==> config.mk <==
export PLATFORM = sky130hd
export DESIGN_NAME = icache_plru
export DESIGN_NICKNAME = d
export VERILOG_FILES = /design/src/design/cache_pkg.sv /design/src/design/icache_plru.sv
export SDC_FILE = /design/constraint.sdc
export NUM_CORES = 1
export LEC_CHECK = 0
export BUFFER_PORTS_ARGS = -buffer_cell sky130_fd_sc_hd__buf_2
export CORE_MARGIN = 10
export CORE_UTILIZATION = 33
export CTS_CLUSTER_SIZE = 30
export DETAILED_ROUTE_END_ITERATION = 8
export SLEW_MARGIN = 0
export SYNTH_ARGS = -nofsm -noshare
export SYNTH_HDL_FRONTEND = slang
export SYNTH_SLANG_ARGS = --single-unit
==> constraint.sdc <==
create_clock -name clk -period 4.3 [get_ports clk]
set_input_delay 1.075 -clock clk [delete_from_list [all_inputs] [get_ports clk]]
set_output_delay 1.075 -clock clk [all_outputs]
set_load 0.005 [all_outputs]
==> src/design/cache_pkg.sv <==
package cache_pkg;

    // geometry
    localparam int num_ways       = 4;
    localparam int num_sets       = 128;
    localparam int words_per_line = 8;
    localparam int tag_bits       = 20;
    localparam int index_bits     = 7;
    localparam int word_bits      = 3;

    // controller states
    localparam logic [2:0] st_idle     = 3'd0;
    localparam logic [2:0] st_lookup   = 3'd1;
    localparam logic [2:0] st_bus_req  = 3'd2;
    localparam logic [2:0] st_bus_recv = 3'd3;
    localparam logic [2:0] st_fill_cmp = 3'd4;

    // one address word, seen as cache fields or as segment plus physical
    typedef union packed {
        struct packed {
            logic [tag_bits-1:0]   tag;
            logic [index_bits-1:0] index;
            logic [word_bits-1:0]  word;
            logic [1:0]            byte_ofs;
        } cache;
        struct packed {
            logic [2:0]  seg;
            logic [28:0] phys;
        } map;
    } cache_addr_t;

    // root low picks ways 0-1 and root high picks ways 2-3
    // lo picks way 0 or 1 and hi picks way 2 or 3
    typedef struct packed {
        logic root;
        logic hi;
        logic lo;
    } plru_t;

endpackage

==> src/design/icache_plru.sv <==
`timescale 1ns/100ps

module icache_plru
    import cache_pkg::*;
(
    input  logic                  clk,
    input  logic                  rst,
    input  logic [index_bits-1:0] array_index,
    input  logic                  hit_access,
    input  logic [num_ways-1:0]   hit_way,
    input  logic                  fill_done,
    output logic [1:0]            victim_way
);

    plru_t       tree [num_sets];
    plru_t       cur;
    logic [1:0]  hit_idx;
    logic [1:0]  acc_way;

    assign cur = tree[array_index];

    // follow the tree bits down to a leaf
    assign victim_way = cur.root ? {1'b1, cur.hi} : {1'b0, cur.lo};

    always_comb begin
        hit_idx = 2'd0;
        for (int w = 0; w < num_ways; w++) begin
            if (hit_way[w]) begin
                hit_idx = w[1:0];
            end
        end
    end

    assign acc_way = hit_access ? hit_idx : victim_way;

    always_ff @(posedge clk) begin
        if (rst) begin
            for (int s = 0; s < num_sets; s++) begin
                tree[s] <= '0;
            end
        end else if (hit_access || fill_done) begin
            // point the path away from the way just used
            tree[array_index].root <= ~acc_way[1];
            if (acc_way[1]) begin
                tree[array_index].hi <= ~acc_way[0];
            end else begin
                tree[array_index].lo <= ~acc_way[0];
            end
        end
    end

endmodule

Word level (Yosys, flattened, before mapping):

Memories as Yosys holds them, arrays and structs flattened.
Cells that the tools add are included.

* register bits after elaboration: 0
* bits in writable memories: 384
* output and inout bits: 2
* logic and storage cells: 26
* memories: 1

* muxes and demuxes: 21
* bitwise gates (word level): 2
* reduce and logical (&&, ||, !) cells: 2

Memory list
* tree: words 128, bits a word 3, read ports 1, clocked after memory_dff 0, wr ports 128, RTL line icache_plru.sv:15 `plru_t tree [num_sets];`

Operators by type and width (count)
* $mux W1: 14
* $mux W2: 4
* $mux W7: 1
* $mux W3: 2
* $reduce_or A3 Y1: 1
* $not A1 Y1: 2
* $logic_or A1 B1 Y1: 1

Depth between registers and ports, before layout:

* depth in word-level cells: 10
* mapped depth: 14
* gate-level depth less buffers: 8

Worst setup path before layout:

Ideal clock, no wire load.

* kind: input port to output port
* from: input port array_index[0]
* to: output port victim_way[0]
* arrival time: 2.802 ns
* path slack: 0.423 ns
* cell stages on the path: 11
* path through: buf_4 -> buf_6 -> and2_1 -> buf_2 -> buf_2 -> a221o_1 -> o2bb2ai_1 -> a22oi_1 -> nand4_1 -> a31oi_1 -> a21oi_1

* word-level cells in the longest chain between the ends: 2

RTL lines
* from (decl): RTL line icache_plru.sv:8 `input logic [index_bits-1:0] array_index,`
* $mem_v2 Z128 W3
* $mux W2: RTL line icache_plru.sv:23 `assign victim_way = cur.root ? {1'b1, cur.hi} : {1'b0, cur.lo};`
* to (decl): RTL line icache_plru.sv:12 `output logic [1:0] victim_way`

No other way between the ends.

Worst setup path in the final report:

* from: input port array_index[2]
* to: output port victim_way[0]

The elaborated chain is that of the path after synthesis.

==> flow_metrics.tcl <==
set metrics [dict create \
    status "finished, violations left" \
    violations "negative setup slack" \
    reg.largest.list "tree x384" \
    synth-seq-cells 384 \
    syn_area_um2 21100 \
    hold_start "hit_way[1]" \
    clockPowerShare 0.386 \
    crit_chain "buf_12 -> buf_12 -> buf_4 -> nor2b_1 -> buf_4 -> a221oi_1 -> nor2_1 -> a221oi_1 -> a211o_1 -> and4_4 -> a21oi_2 -> buf_2" \
    crit_path_max_incr_delay_ps 360 \
    cts-htree-levels 2 \
    hold_class "input port to flop" \
    final_common_cell "edfxtp_1" \
    critPathKind "input port to primary output" \
    min_to "tree[115][0]" \
    maxSlewHeadroom 0.278 \
    ant_nets 0 \
    synth.distinct_cells 73 \
    cts_root_buf "clkbuf_16" \
    vias 15700 \
    synth_cells 1881 \
    antenna_found_initial 2 \
    pre_cts_ws_ps -416 \
    syn_area_per_cell_um2 11.2 \
    start_kind "input port" \
    synth-edff-count 384 \
    wirelength_um 64500 \
    max_freq_mhz 227 \
    drt_iter0_drc 1880 \
    post-route-drc-count 0 \
    synth_nets 1896 \
    maxCapViolCount 0 \
    maxSlewViolCount 0 \
    seqPwrFrac 0.466 \
    grt_pass1_vias 15400 \
    final_hold_viol_count 0 \
    grt-ovfl-total 0 \
    rrSetupSlack_ps 1130 \
    path_clk_slew_ps 60 \
    tritoncts "done" \
    grt_max_degree 230 \
    powerDensity_nw_per_um2 360 \
    yosysSeqAreaShare 0.546 \
    fp.dieW_um 273 \
    fin_total_pwr_mw 9.20 \
    pwr-share-comb 0.147 \
    setup_violations 2 \
    power_switching_mw 2.38 \
    hold_path_depth 4 \
    worst_slack_ps -99.4 \
    portBuffers 15 \
    via_per_inst 5.39 \
    cts-hold-fix-buffers 0 \
    num_io_pins 17 \
    synthArstFlopShare 0 \
    rows 92 \
    p_int_mw 6.82 \
    layout-drive-gt1-share 0.312 \
    die_h_um 273 \
    mostFrequentLayoutCells "384 x edfxtp_1, 219 x nor2_1, 199 x nor2_2, 199 x buf_4, 152 x nand2_1" \
    hpwlAfterDp_um 43600 \
    clock_sinks 384 \
    cts_made_buffers 44 \
    top_register "tree" \
    rsz0062_at_grt "yes" \
    grt_pass1_wl_um 95800 \
    swShare 0.258 \
    cts_max_path_buffers 3 \
    die_area_um2 74500 \
    crit_fanout 10 \
    track_usage 0.168 \
    finish.utilization 0.404 \
    gp_congestion 0.868 \
    r2r_end "tree[84][1]" \
    wire_per_inst_um 22.1 \
    yosysWarnings 0 \
    clk_latency_ps 580 \
    ir_worst_vdd_mv 0.235 \
    finalWorstPathRequiredPeriod_ps 4400 \
    start_util 0.334 \
    drtPass1Iterations 6 \
    arrival_ps 3320 \
    synthToLayoutAreaGrowth_pct 21.0 \
    p_leak_nw 9.02 \
    rr_startpoint "tree[123][2]" \
    rr_worst_depth 13 \
    synthFlopType "edfxtp_1" \
    cp.required_ps 3220 \
    fin_nets 2050 \
    worst_pin_slew_ps 1080 \
    largest_reg_flops 384 \
    crit_path_end_kind "primary output" \
    finalClockSkew_ps 24.5 \
    fin_crit_sh 1.02 \
    fp.coreArea_um2 63200 \
    crit_slowest_cell "a221oi_1" \
]
## per-layer routing
metal	vias up	wire length, um	GRT usage
met4	2	1460	0.0458
met3	113	6070	0.0367
met1	7813	26900	0.226
met5	-	9	0
li1	7044	-	-
met2	724	30000	0.270
## final cells by class
cell class	instances	area, um2
antenna	1	2.50
clock buffer	56	1170
clock inverter	21	151
fill	5969	37600
inverter	8	32.5
multi-input combinational	1321	8820
sequential	384	11500
tap	846	1060
timing repair buffer	276	2790
## Yosys cell counts (10+ instances only)
cell type	instances	area, um2
edfxtp_1	384	11500
nor2_1	227	852
nor2_2	191	1190
nand2_1	152	571
nand2b_1	137	857
o21bai_1	128	961
or2_1	128	801
clkbuf_1	62	233
a221oi_1	53	464
mux2i_1	43	430
a22oi_1	37	278
buf_2	36	180
buf_4	36	270
a21oi_1	26	130
mux2_2	24	270
buf_6	20	225
mux4_2	14	315
nor3_1	12	60.1
o22ai_1	12	75.1
buf_12	11	220
o21ai_0	11	55.1
a222oi_1	10	100
## worst max path at each step
stage / startpoint / end / slack, ps / depth (start not counted)
2_1_floorplan: array_index[0] / victim_way[0] / 420 / 11
3_3_place_gp: array_index[2] / victim_way[0] / -420 / 12
5_1_grt: array_index[0] / victim_way[0] / -170 / 14
6_report: array_index[2] / victim_way[0] / -100 / 12
4_1_cts: array_index[1] / victim_way[0] / -50 / 11
3_5_place_dp: array_index[0] / victim_way[0] / -420 / 13
## logic make-up after synthesis
logic type	share of synthesized area
simple gates	0.220
flops	0.546
compound gates	0.125
buf+inv	0.0559
mux	0.0524
## critical path, delay by kind of cell
kind,cells,cell delay [ps]
AOI/OAI and AO/OA,4,880
buffers and inverters,5,750
and+or+nand+nor,3,590
## power by group through the flow
stage                     Combinational [mW]  Sequential [mW]  Clock (mW)
after floorplan                        0.773             4.34           0
after CTS                               1.33             4.29        3.59
after global routing                    1.42             4.30        3.72
after global placement                  1.24             4.36           0
final                                   1.36             4.29        3.56
after detailed placement                1.25             4.36           0
## per-stage QoR
| stage | hold slack (ps) | setup TNS (ps) | area [um2] | instances |
|---|---|---|---|---|
| floorplan | 1240 | 0 | 21100 | 1881 |
| global placement | 1660 | -15340 | 23500 | 2812 |
| detailed placement | 1670 | -3620 | 23500 | 2812 |
| CTS | 1080 | -90.3 | 25500 | 2910 |
| global route | 1120 | -266 | 25600 | 2912 |
| finish | 1100 | -157 | 25600 | 2913 |
## timing repair
| action | 4_1_cts | 5_1_grt |
|---|---|---|
| gates resized for setup | 86 | 11 |
| pin swaps | 29 | 5 |
| hold endpoints to repair | 0 | 0 |
| setup buffers | 19 | 2 |
| endpoints found under the setup margin | 2 | 2 |
| cloned | 2 | 0 |
No activity file was read; power rests on OpenSTA's default activity.
