**src/design/cache_pkg.sv**
```systemverilog
package cache_pkg;

    // geometry
    localparam int num_ways       = 4;
    localparam int num_sets       = 128;
    localparam int words_per_line = 8;
    localparam int tag_bits       = 20;
    localparam int index_bits     = 7;
    localparam int word_bits      = 3;

    // controller states
    localparam logic [2:0] st_idle     = 3'd0;
    localparam logic [2:0] st_lookup   = 3'd1;
    localparam logic [2:0] st_bus_req  = 3'd2;
    localparam logic [2:0] st_bus_recv = 3'd3;
    localparam logic [2:0] st_fill_cmp = 3'd4;

    // one address word, seen as cache fields or as segment plus physical
    typedef union packed {
        struct packed {
            logic [tag_bits-1:0]   tag;
            logic [index_bits-1:0] index;
            logic [word_bits-1:0]  word;
            logic [1:0]            byte_ofs;
        } cache;
        struct packed {
            logic [2:0]  seg;
            logic [28:0] phys;
        } map;
    } cache_addr_t;

    // root low picks ways 0-1 and root high picks ways 2-3
    // lo picks way 0 or 1 and hi picks way 2 or 3
    typedef struct packed {
        logic root;
        logic hi;
        logic lo;
    } plru_t;

endpackage

```
**src/design/bus_pkg.sv**
```systemverilog
package bus_pkg;

    // memory map segment codes in bits 31..29
    localparam logic [2:0] seg_kseg0 = 3'b100;
    localparam logic [2:0] seg_kseg1 = 3'b101;

    localparam int arlen_bits = 8;

    // beats minus one
    localparam logic [arlen_bits-1:0] line_burst_len   = 8'd7;
    localparam logic [arlen_bits-1:0] single_burst_len = 8'd0;

endpackage

```
**src/design/icache_ctrl.sv**
```systemverilog
`timescale 1ns/100ps

module icache_ctrl
    import cache_pkg::*, bus_pkg::*;
(
    input  logic                  clk,
    input  logic                  rst,
    input  logic                  inst_req,
    input  logic [31:0]           inst_addr,
    input  logic                  hit,
    input  logic [31:0]           hit_word,
    input  logic                  arready,
    input  logic [31:0]           rdata,
    input  logic                  rvalid,
    input  logic                  rlast,
    output logic [index_bits-1:0] array_index,
    output logic [word_bits-1:0]  array_word,
    output logic [tag_bits-1:0]   lookup_tag,
    output logic                  fill_we,
    output logic [word_bits-1:0]  fill_word,
    output logic                  fill_done,
    output logic                  hit_access,
    output logic                  inst_data_ok,
    output logic [31:0]           inst_rdata,
    output logic                  arvalid,
    output logic [31:0]           araddr,
    output logic [arlen_bits-1:0] arlen
);

    logic [2:0]           state;
    cache_addr_t          req_addr;
    cache_addr_t          addr_r;
    cache_addr_t          bus_addr;
    logic                 req_cached;
    logic                 cached_r;
    logic [word_bits-1:0] beat_cnt;
    logic [31:0]          capture_r;
    logic                 resp_r;

    assign req_addr   = inst_addr;
    assign req_cached = (req_addr.map.seg != seg_kseg1);

    // arrays see the new address during the request cycle
    assign array_index = inst_req ? req_addr.cache.index : addr_r.cache.index;
    assign array_word  = inst_req ? req_addr.cache.word : addr_r.cache.word;
    assign lookup_tag  = addr_r.cache.tag;

    always_ff @(posedge clk) begin
        if (inst_req) begin
            addr_r <= req_addr;
        end
    end

    always_ff @(posedge clk) begin
        if (rst) begin
            state    <= st_idle;
            cached_r <= 1'b0;
            beat_cnt <= '0;
            resp_r   <= 1'b0;
        end else begin
            resp_r <= (state == st_fill_cmp);
            case (state)
                st_idle: begin
                    if (inst_req) begin
                        cached_r <= req_cached;
                        state    <= req_cached ? st_lookup : st_bus_req;
                    end
                end
                st_lookup: begin
                    state <= hit ? st_idle : st_bus_req;
                end
                st_bus_req: begin
                    if (arready) begin
                        state <= st_bus_recv;
                    end
                end
                st_bus_recv: begin
                    if (rvalid) begin
                        beat_cnt <= beat_cnt + 1'b1;
                        if (rlast) begin
                            beat_cnt <= '0;
                            state    <= st_fill_cmp;
                        end
                    end
                end
                default: begin
                    state <= st_idle;
                end
            endcase
        end
    end

    // keep the requested beat or the only beat of an uncached read
    always_ff @(posedge clk) begin
        if (state == st_bus_recv && rvalid &&
            (!cached_r || beat_cnt == addr_r.cache.word)) begin
            capture_r <= rdata;
        end
    end

    assign fill_we    = (state == st_bus_recv) && rvalid && cached_r;
    assign fill_word  = beat_cnt;
    assign fill_done  = (state == st_fill_cmp) && cached_r;
    assign hit_access = (state == st_lookup) && hit;

    assign inst_data_ok = hit_access || resp_r;
    assign inst_rdata   = resp_r ? capture_r : hit_word;

    // kseg0/kseg1 drop the top three bits and line fills start at word 0
    always_comb begin
        bus_addr = addr_r;
        if (addr_r.map.seg == seg_kseg0 || addr_r.map.seg == seg_kseg1) begin
            bus_addr.map.seg = 3'b000;
        end
        if (cached_r) begin
            bus_addr.cache.word     = '0;
            bus_addr.cache.byte_ofs = '0;
        end
    end

    assign arvalid = (state == st_bus_req);
    assign araddr  = bus_addr;
    assign arlen   = cached_r ? line_burst_len : single_burst_len;

endmodule

```
**config.mk**
```make
export PLATFORM = sky130hd
export DESIGN_NAME = icache_ctrl
export DESIGN_NICKNAME = d
export VERILOG_FILES = /design/src/design/cache_pkg.sv /design/src/design/bus_pkg.sv /design/src/design/icache_ctrl.sv
export SDC_FILE = /design/constraint.sdc
export NUM_CORES = 1
export LEC_CHECK = 0
export ABC_AREA = 1
export BUFFER_PORTS_ARGS = -buffer_cell sky130_fd_sc_hd__clkbuf_2
export CAP_MARGIN = 20
export CORE_ASPECT_RATIO = 1.1
export CORE_MARGIN = 1.5
export CORE_UTILIZATION = 30
export CTS_CLUSTER_DIAMETER = 30
export CTS_CLUSTER_SIZE = 40
export DETAILED_ROUTE_END_ITERATION = 10
export PLACE_DENSITY = 0.73
export SYNTH_ARGS = -nofsm -noshare
export SYNTH_HDL_FRONTEND = slang
export SYNTH_SLANG_ARGS = --single-unit
```
**constraint.sdc**
```tcl
create_clock -name clk -period 2.5 [get_ports clk]
set_clock_uncertainty 0.2 [all_clocks]
set_input_delay 0.25 -clock clk [delete_from_list [all_inputs] [get_ports clk]]
set_output_delay 0.25 -clock clk [all_outputs]
set_load 0.01 [all_outputs]
```
# ---- Yosys cells after proc, flatten, opt, wreduce, memory -nomap -nowiden
# Cells that the tools add are included.
dict set report word_totals {
  out_inout_bits 110
  ff_bits 72
  in_bits 103
  word_cells 46
}
dict set report op_classes {
  mux 14
  n_reduce_logical 13
  n_eq_ne 12
  n_addsub 1
}
# cell n
set op_table {}
lappend op_table {{two-way mux 32 bit} 1}
lappend op_table {{two-way mux 3 bit} 8}
lappend op_table {{one-hot mux 3 bit (4 select lines)} 1}
lappend op_table {{== test 3 bit (second input constant)} 3}
lappend op_table {{inequality test 2 bit (second input constant)} 4}
lappend op_table {{two-way mux 7 bit} 1}
lappend op_table {{== test 3 x 2 -> 1 bit (second input constant)} 2}
lappend op_table {{logical AND 1 bit} 5}
lappend op_table {{two-way mux 5 bit} 1}
lappend op_table {{two-way mux 2 bit} 2}
lappend op_table {{AND reduction 2 bit} 2}
lappend op_table {{AND reduction 4 bit} 1}
lappend op_table {{adder 3 x 1 -> 3 bit (second input constant)} 1}
lappend op_table {{== test 3 x 1 -> 1 bit (second input constant)} 1}
lappend op_table {{== test 3 bit} 1}
lappend op_table {{logical NOT 3 bit} 1}
lappend op_table {{logical OR 1 bit} 3}
lappend op_table {{inequality test 3 bit (second input constant)} 1}
lappend op_table {{logical NOT 1 bit} 1}

# ---- Logic depth before layout (Yosys ltp)
dict set report logic_depth {
  depth_word 4
  depth_mapped 7
  ltp_nobuf 7
}

# ---- Worst setup path before layout
# Ideal clock, no wire load.
dict set report synth_timing {
  kind {flip-flop to flip-flop}
  start {reg state[1]}
  end {reg capture_r[0], enable pin}
  arrival_ns 1.678
  setup_time_ns 0.400
  path_stages_with_launch 5
  path_buffers 0
  path_slack_ns 0.222
  t_required_ns 1.900
  cell_sequence {dfxtp_1 -> nand2_1 -> nor3_4 -> inv_1 -> a21oi_2}
}
dict set report synth_via {
  elab_chain_cells 3
}
# element line_no
set synth_rtl {}
lappend synth_rtl {{start: declaration} icache_ctrl.sv:30} ;# logic [2:0] state;
lappend synth_rtl {{start signal: assignment} icache_ctrl.sv:56} ;# state <= st_idle;
lappend synth_rtl {{start signal: assignment} icache_ctrl.sv:66} ;# state <= req_cached ? st_lookup : st_bus_req;
lappend synth_rtl {{start signal: assignment} icache_ctrl.sv:70} ;# state <= hit ? st_idle : st_bus_req;
lappend synth_rtl {{== test 3 x 2 -> 1 bit} icache_ctrl.sv:95} ;# if (state == st_bus_recv && rvalid &&
lappend synth_rtl {{logical AND 1 bit (2 in series)} icache_ctrl.sv:95}
lappend synth_rtl {{end signal: assignment} icache_ctrl.sv:97} ;# capture_r <= rdata;
lappend synth_rtl {{end: declaration} icache_ctrl.sv:37} ;# logic [31:0] capture_r;
# Every way passes these cells.
# A chain may end at the register's enable or synchronous reset.

# ---- Final worst setup path
dict set report layout_timing {
  start {reg resp_r}
  end {out inst_rdata[21]}
}
dict set report layout_via {
  elab_chain_cells 1
}
# element line_no
set layout_rtl {}
lappend layout_rtl {{start: declaration} icache_ctrl.sv:38} ;# logic resp_r;
lappend layout_rtl {{start signal: assignment} icache_ctrl.sv:61} ;# resp_r <= (state == st_fill_cmp);
lappend layout_rtl {{two-way mux 32 bit} icache_ctrl.sv:107} ;# assign inst_rdata = resp_r ? capture_r : hit_word;
lappend layout_rtl {{end: declaration} icache_ctrl.sv:24} ;# output logic [31:0] inst_rdata,
# Every way passes these cells.

==> flow_summary.ini <==
[drt]
viasPerCell = 4.149
remaining_drc_errors = 0
antenna_left = 0
dr_total_vias = 3000
avgRoutedWirePerCell_um = 12.25
routed_wl_mm = 8.855
first_pass_iters = 4
drtIter0Drc = 160

[clock_tree]
clockBufferDepth = 2
cts.sinks = 72
cts_tree = built
clk_pin_slew_ps = 50
htreeDepth = 3
clk_latency_ps = 320
cts_root_buf = clkbuf_16
cts_buffers = 9
postCtsResizedCells = 0

[global_routing]
antenna_found_initial = 0
grt_max_degree = 48
grt_pass1_wl_mm = 13.54
grt_pass1_vias = 2932
grt_usage_pct = 14.56
grt_overflow = 0

[timing]
hold_viol = 0
post-route-period-util_pct = 80.50
period_needed_ps = 2012
finalSetupViolations = 0
max_freq_ghz = 0.4969
tns_ps = 0
worst_slack_ps = 487.6
relSlewSlack_pct = 63.51
rsz0062_at_grt = false
drv_slew = 0
worstMarginPinSlew_ps = 547.3

[pwr]
powerDensity_mw_per_mm2 = 611.6
power_frac_clock_pct = 35.6
power.leakage_nw = 2.531
combPwrFrac_pct = 18.4
switching_share_pct = 25.86
ir_worst_vdd_uv = 343.6
power_frac_seq_pct = 46.0
total_power_mw = 3.140
p_sw_mw = 0.8119
p_int_mw = 2.328

[critical_path]
crit_family = flip-flops
crit_fanout = 33
slowest_stage = dfxtp_1
slowest_delay_ps = 610
crit_type = flip-flop to primary output
cp.arrival_ps = 1560
cp.required_ps = 2050
cp-start-kind = flip-flop
cp-end-kind = primary output
cp_common_cell = nand2_1
path_buf_inv = 3
crit_chain = inv_1, buf_4, nand2_1, nand2_1, clkbuf_2

[floorplanning]
dieHeight_um = 114.1
die_x_um = 104.0
row_count = 40
dieArea_mm2 = 0.01187
core_area_mm2 = 0.01091
ioPinCount = 213
initial_utilization_pct = 30.87

[min_path]
min_path_type = input port to flip-flop

[synth]
async_flop_share_pct = 0
netlist_instances = 340
syn-cell-area_mm2 = 0.003368
synth_cell_types = 20
syn_area_per_cell_um2 = 9.907
synth_top_cells_by_count = nand2_1, edfxtp_1, buf_4, nor2_1, inv_1
ys_warn_count = 0
synth.top_cell.area_share_pct = 57.06
synth-edff-count = 64
synth.most_common_cell = nand2_1
yosys_register_bits = 72
yosysSeqAreaShare_pct = 61.81
synthFlopType = edfxtp_1
yosysTopAreaCell = edfxtp_1
synth.area.top_cells = edfxtp_1, nand2_1, buf_4, dfxtp_1, nor2_1

[placement]
place_congestion = 0.7697
pre_cts_slack_ps = 551.7
io_buffers = 207
dpl.hpwl_mm = 6.118

[final_layout]
n_antenna_cell = 0
synthToLayoutAreaGrowth_pct = 52.41
layout-drive-gt1-share_pct = 39.76
nNetsFinal = 675

[status]
status = completed

[job]
maxCapViolations = 0
==> sequential cells by signal, indices dropped and copies added (netlist names) <==
signal     flops
fill_word      3
capture_r     32
cached_r       1
resp_r         1
state          3
addr_r        32
==> through the flow <==
stage	util, %	area [µm²]	instances	hold slack, ps
2_1_floorplan	-	3383	344	119.1
6_report	47.05	5134	723	63.11
5_1_grt	47.05	5134	723	71.42
3_3_place_gp	38.58	4209	641	227.3
3_5_place_dp	38.58	4209	641	228.6
4_1_cts	47.05	5134	723	41.19
==> power groups by stage <==
stage	clock network, mW	registers [mW]	logic [mW]
2_1_floorplan	0	1.46	0.328
3_3_place_gp	0	1.46	0.484
3_5_place_dp	0	1.47	0.494
4_1_cts	1.16	1.44	0.578
5_1_grt	1.22	1.45	0.631
6_report	1.12	1.44	0.579
==> worst paths after layout <==
kind / slack (ps) / endpoint / start / cells past startpoint
worst max-delay path: 490 / inst_rdata[21] / resp_r$_SDFF_PP0_ / 5
worst min-delay path: 60 / fill_word[0]$_SDFFE_PP0P_ / rlast / 4
worst max register to register: 560 / capture_r[8]$_DFFE_PP_ / state[1]$_SDFFE_PP0P_ / 5
worst min register to register: 340 / fill_word[0]$_SDFFE_PP0P_ / fill_word[0]$_SDFFE_PP0P_ / 2
==> logic make-up (layout without fill, tap and decap cells) <==
family          Yosys count  after routing  share of synthesized area [%]
compound gates           12             12                          1.969
xor+xnor                  3              3                         0.7802
fa+ha+maj                 1              1                         0.3714
buf+inv                  81            313                          15.04
flops                    72             72                          61.81
other cells               1              5                         0.1113
simple gates            170            170                          19.91
==> cells in the final DEF, fill, tap and decap left out, drive strengths merged <==
| cell | n |
|---|---|
| xnor2 | 3 |
| clkinv | 5 |
| nor3 | 1 |
| dfxtp | 8 |
| clkinvlp | 2 |
| nor2 | 22 |
| nand4 | 1 |
| a21oi | 4 |
| ha | 1 |
| conb | 5 |
| o21ai | 7 |
| a21boi | 1 |
| nand3 | 10 |
| inv | 20 |
| edfxtp | 64 |
| dlygate4sd3 | 66 |
| buf | 4 |
| clkbuf | 216 |
| nand2 | 136 |
==> metal layers <==
metal / part of all wire (%) / global-route usage, % / up-vias
li1: - / - / 1497
met3: 5.5 / 4.155 / 15
met5: 0 / 0 / -
met1: 36 / 14.81 / 1375
met2: 55 / 27.59 / 113
met4: 2.6 / 6.759 / 0
==> worst register-to-register path, stage by stage, from the launching register on <==
cell and delay (ps):
dfxtp_1 390, nand2_1 120, nor3_4 230, inv_1 140, a21oi_4 120, buf_4 380
==> area by class of cell <==
cell class                      instances  area (µm²)
Clock inverter                          7       38.79
Fill cell                            1028        5777
Inverter                               20       75.07
Sequential cell                        72        2082
Tap cell                              147       183.9
Clock buffer                            9       225.2
Timing Repair Buffer                  277        1727
Multi-Input combinational cell        191       802.0
==> repair_timing <==
item,4_1_cts,5_1_grt
hold buffers,66,0
hold endpoints to repair,68,0
buffers inserted,0,0
(Power assumes the default switching activity.)
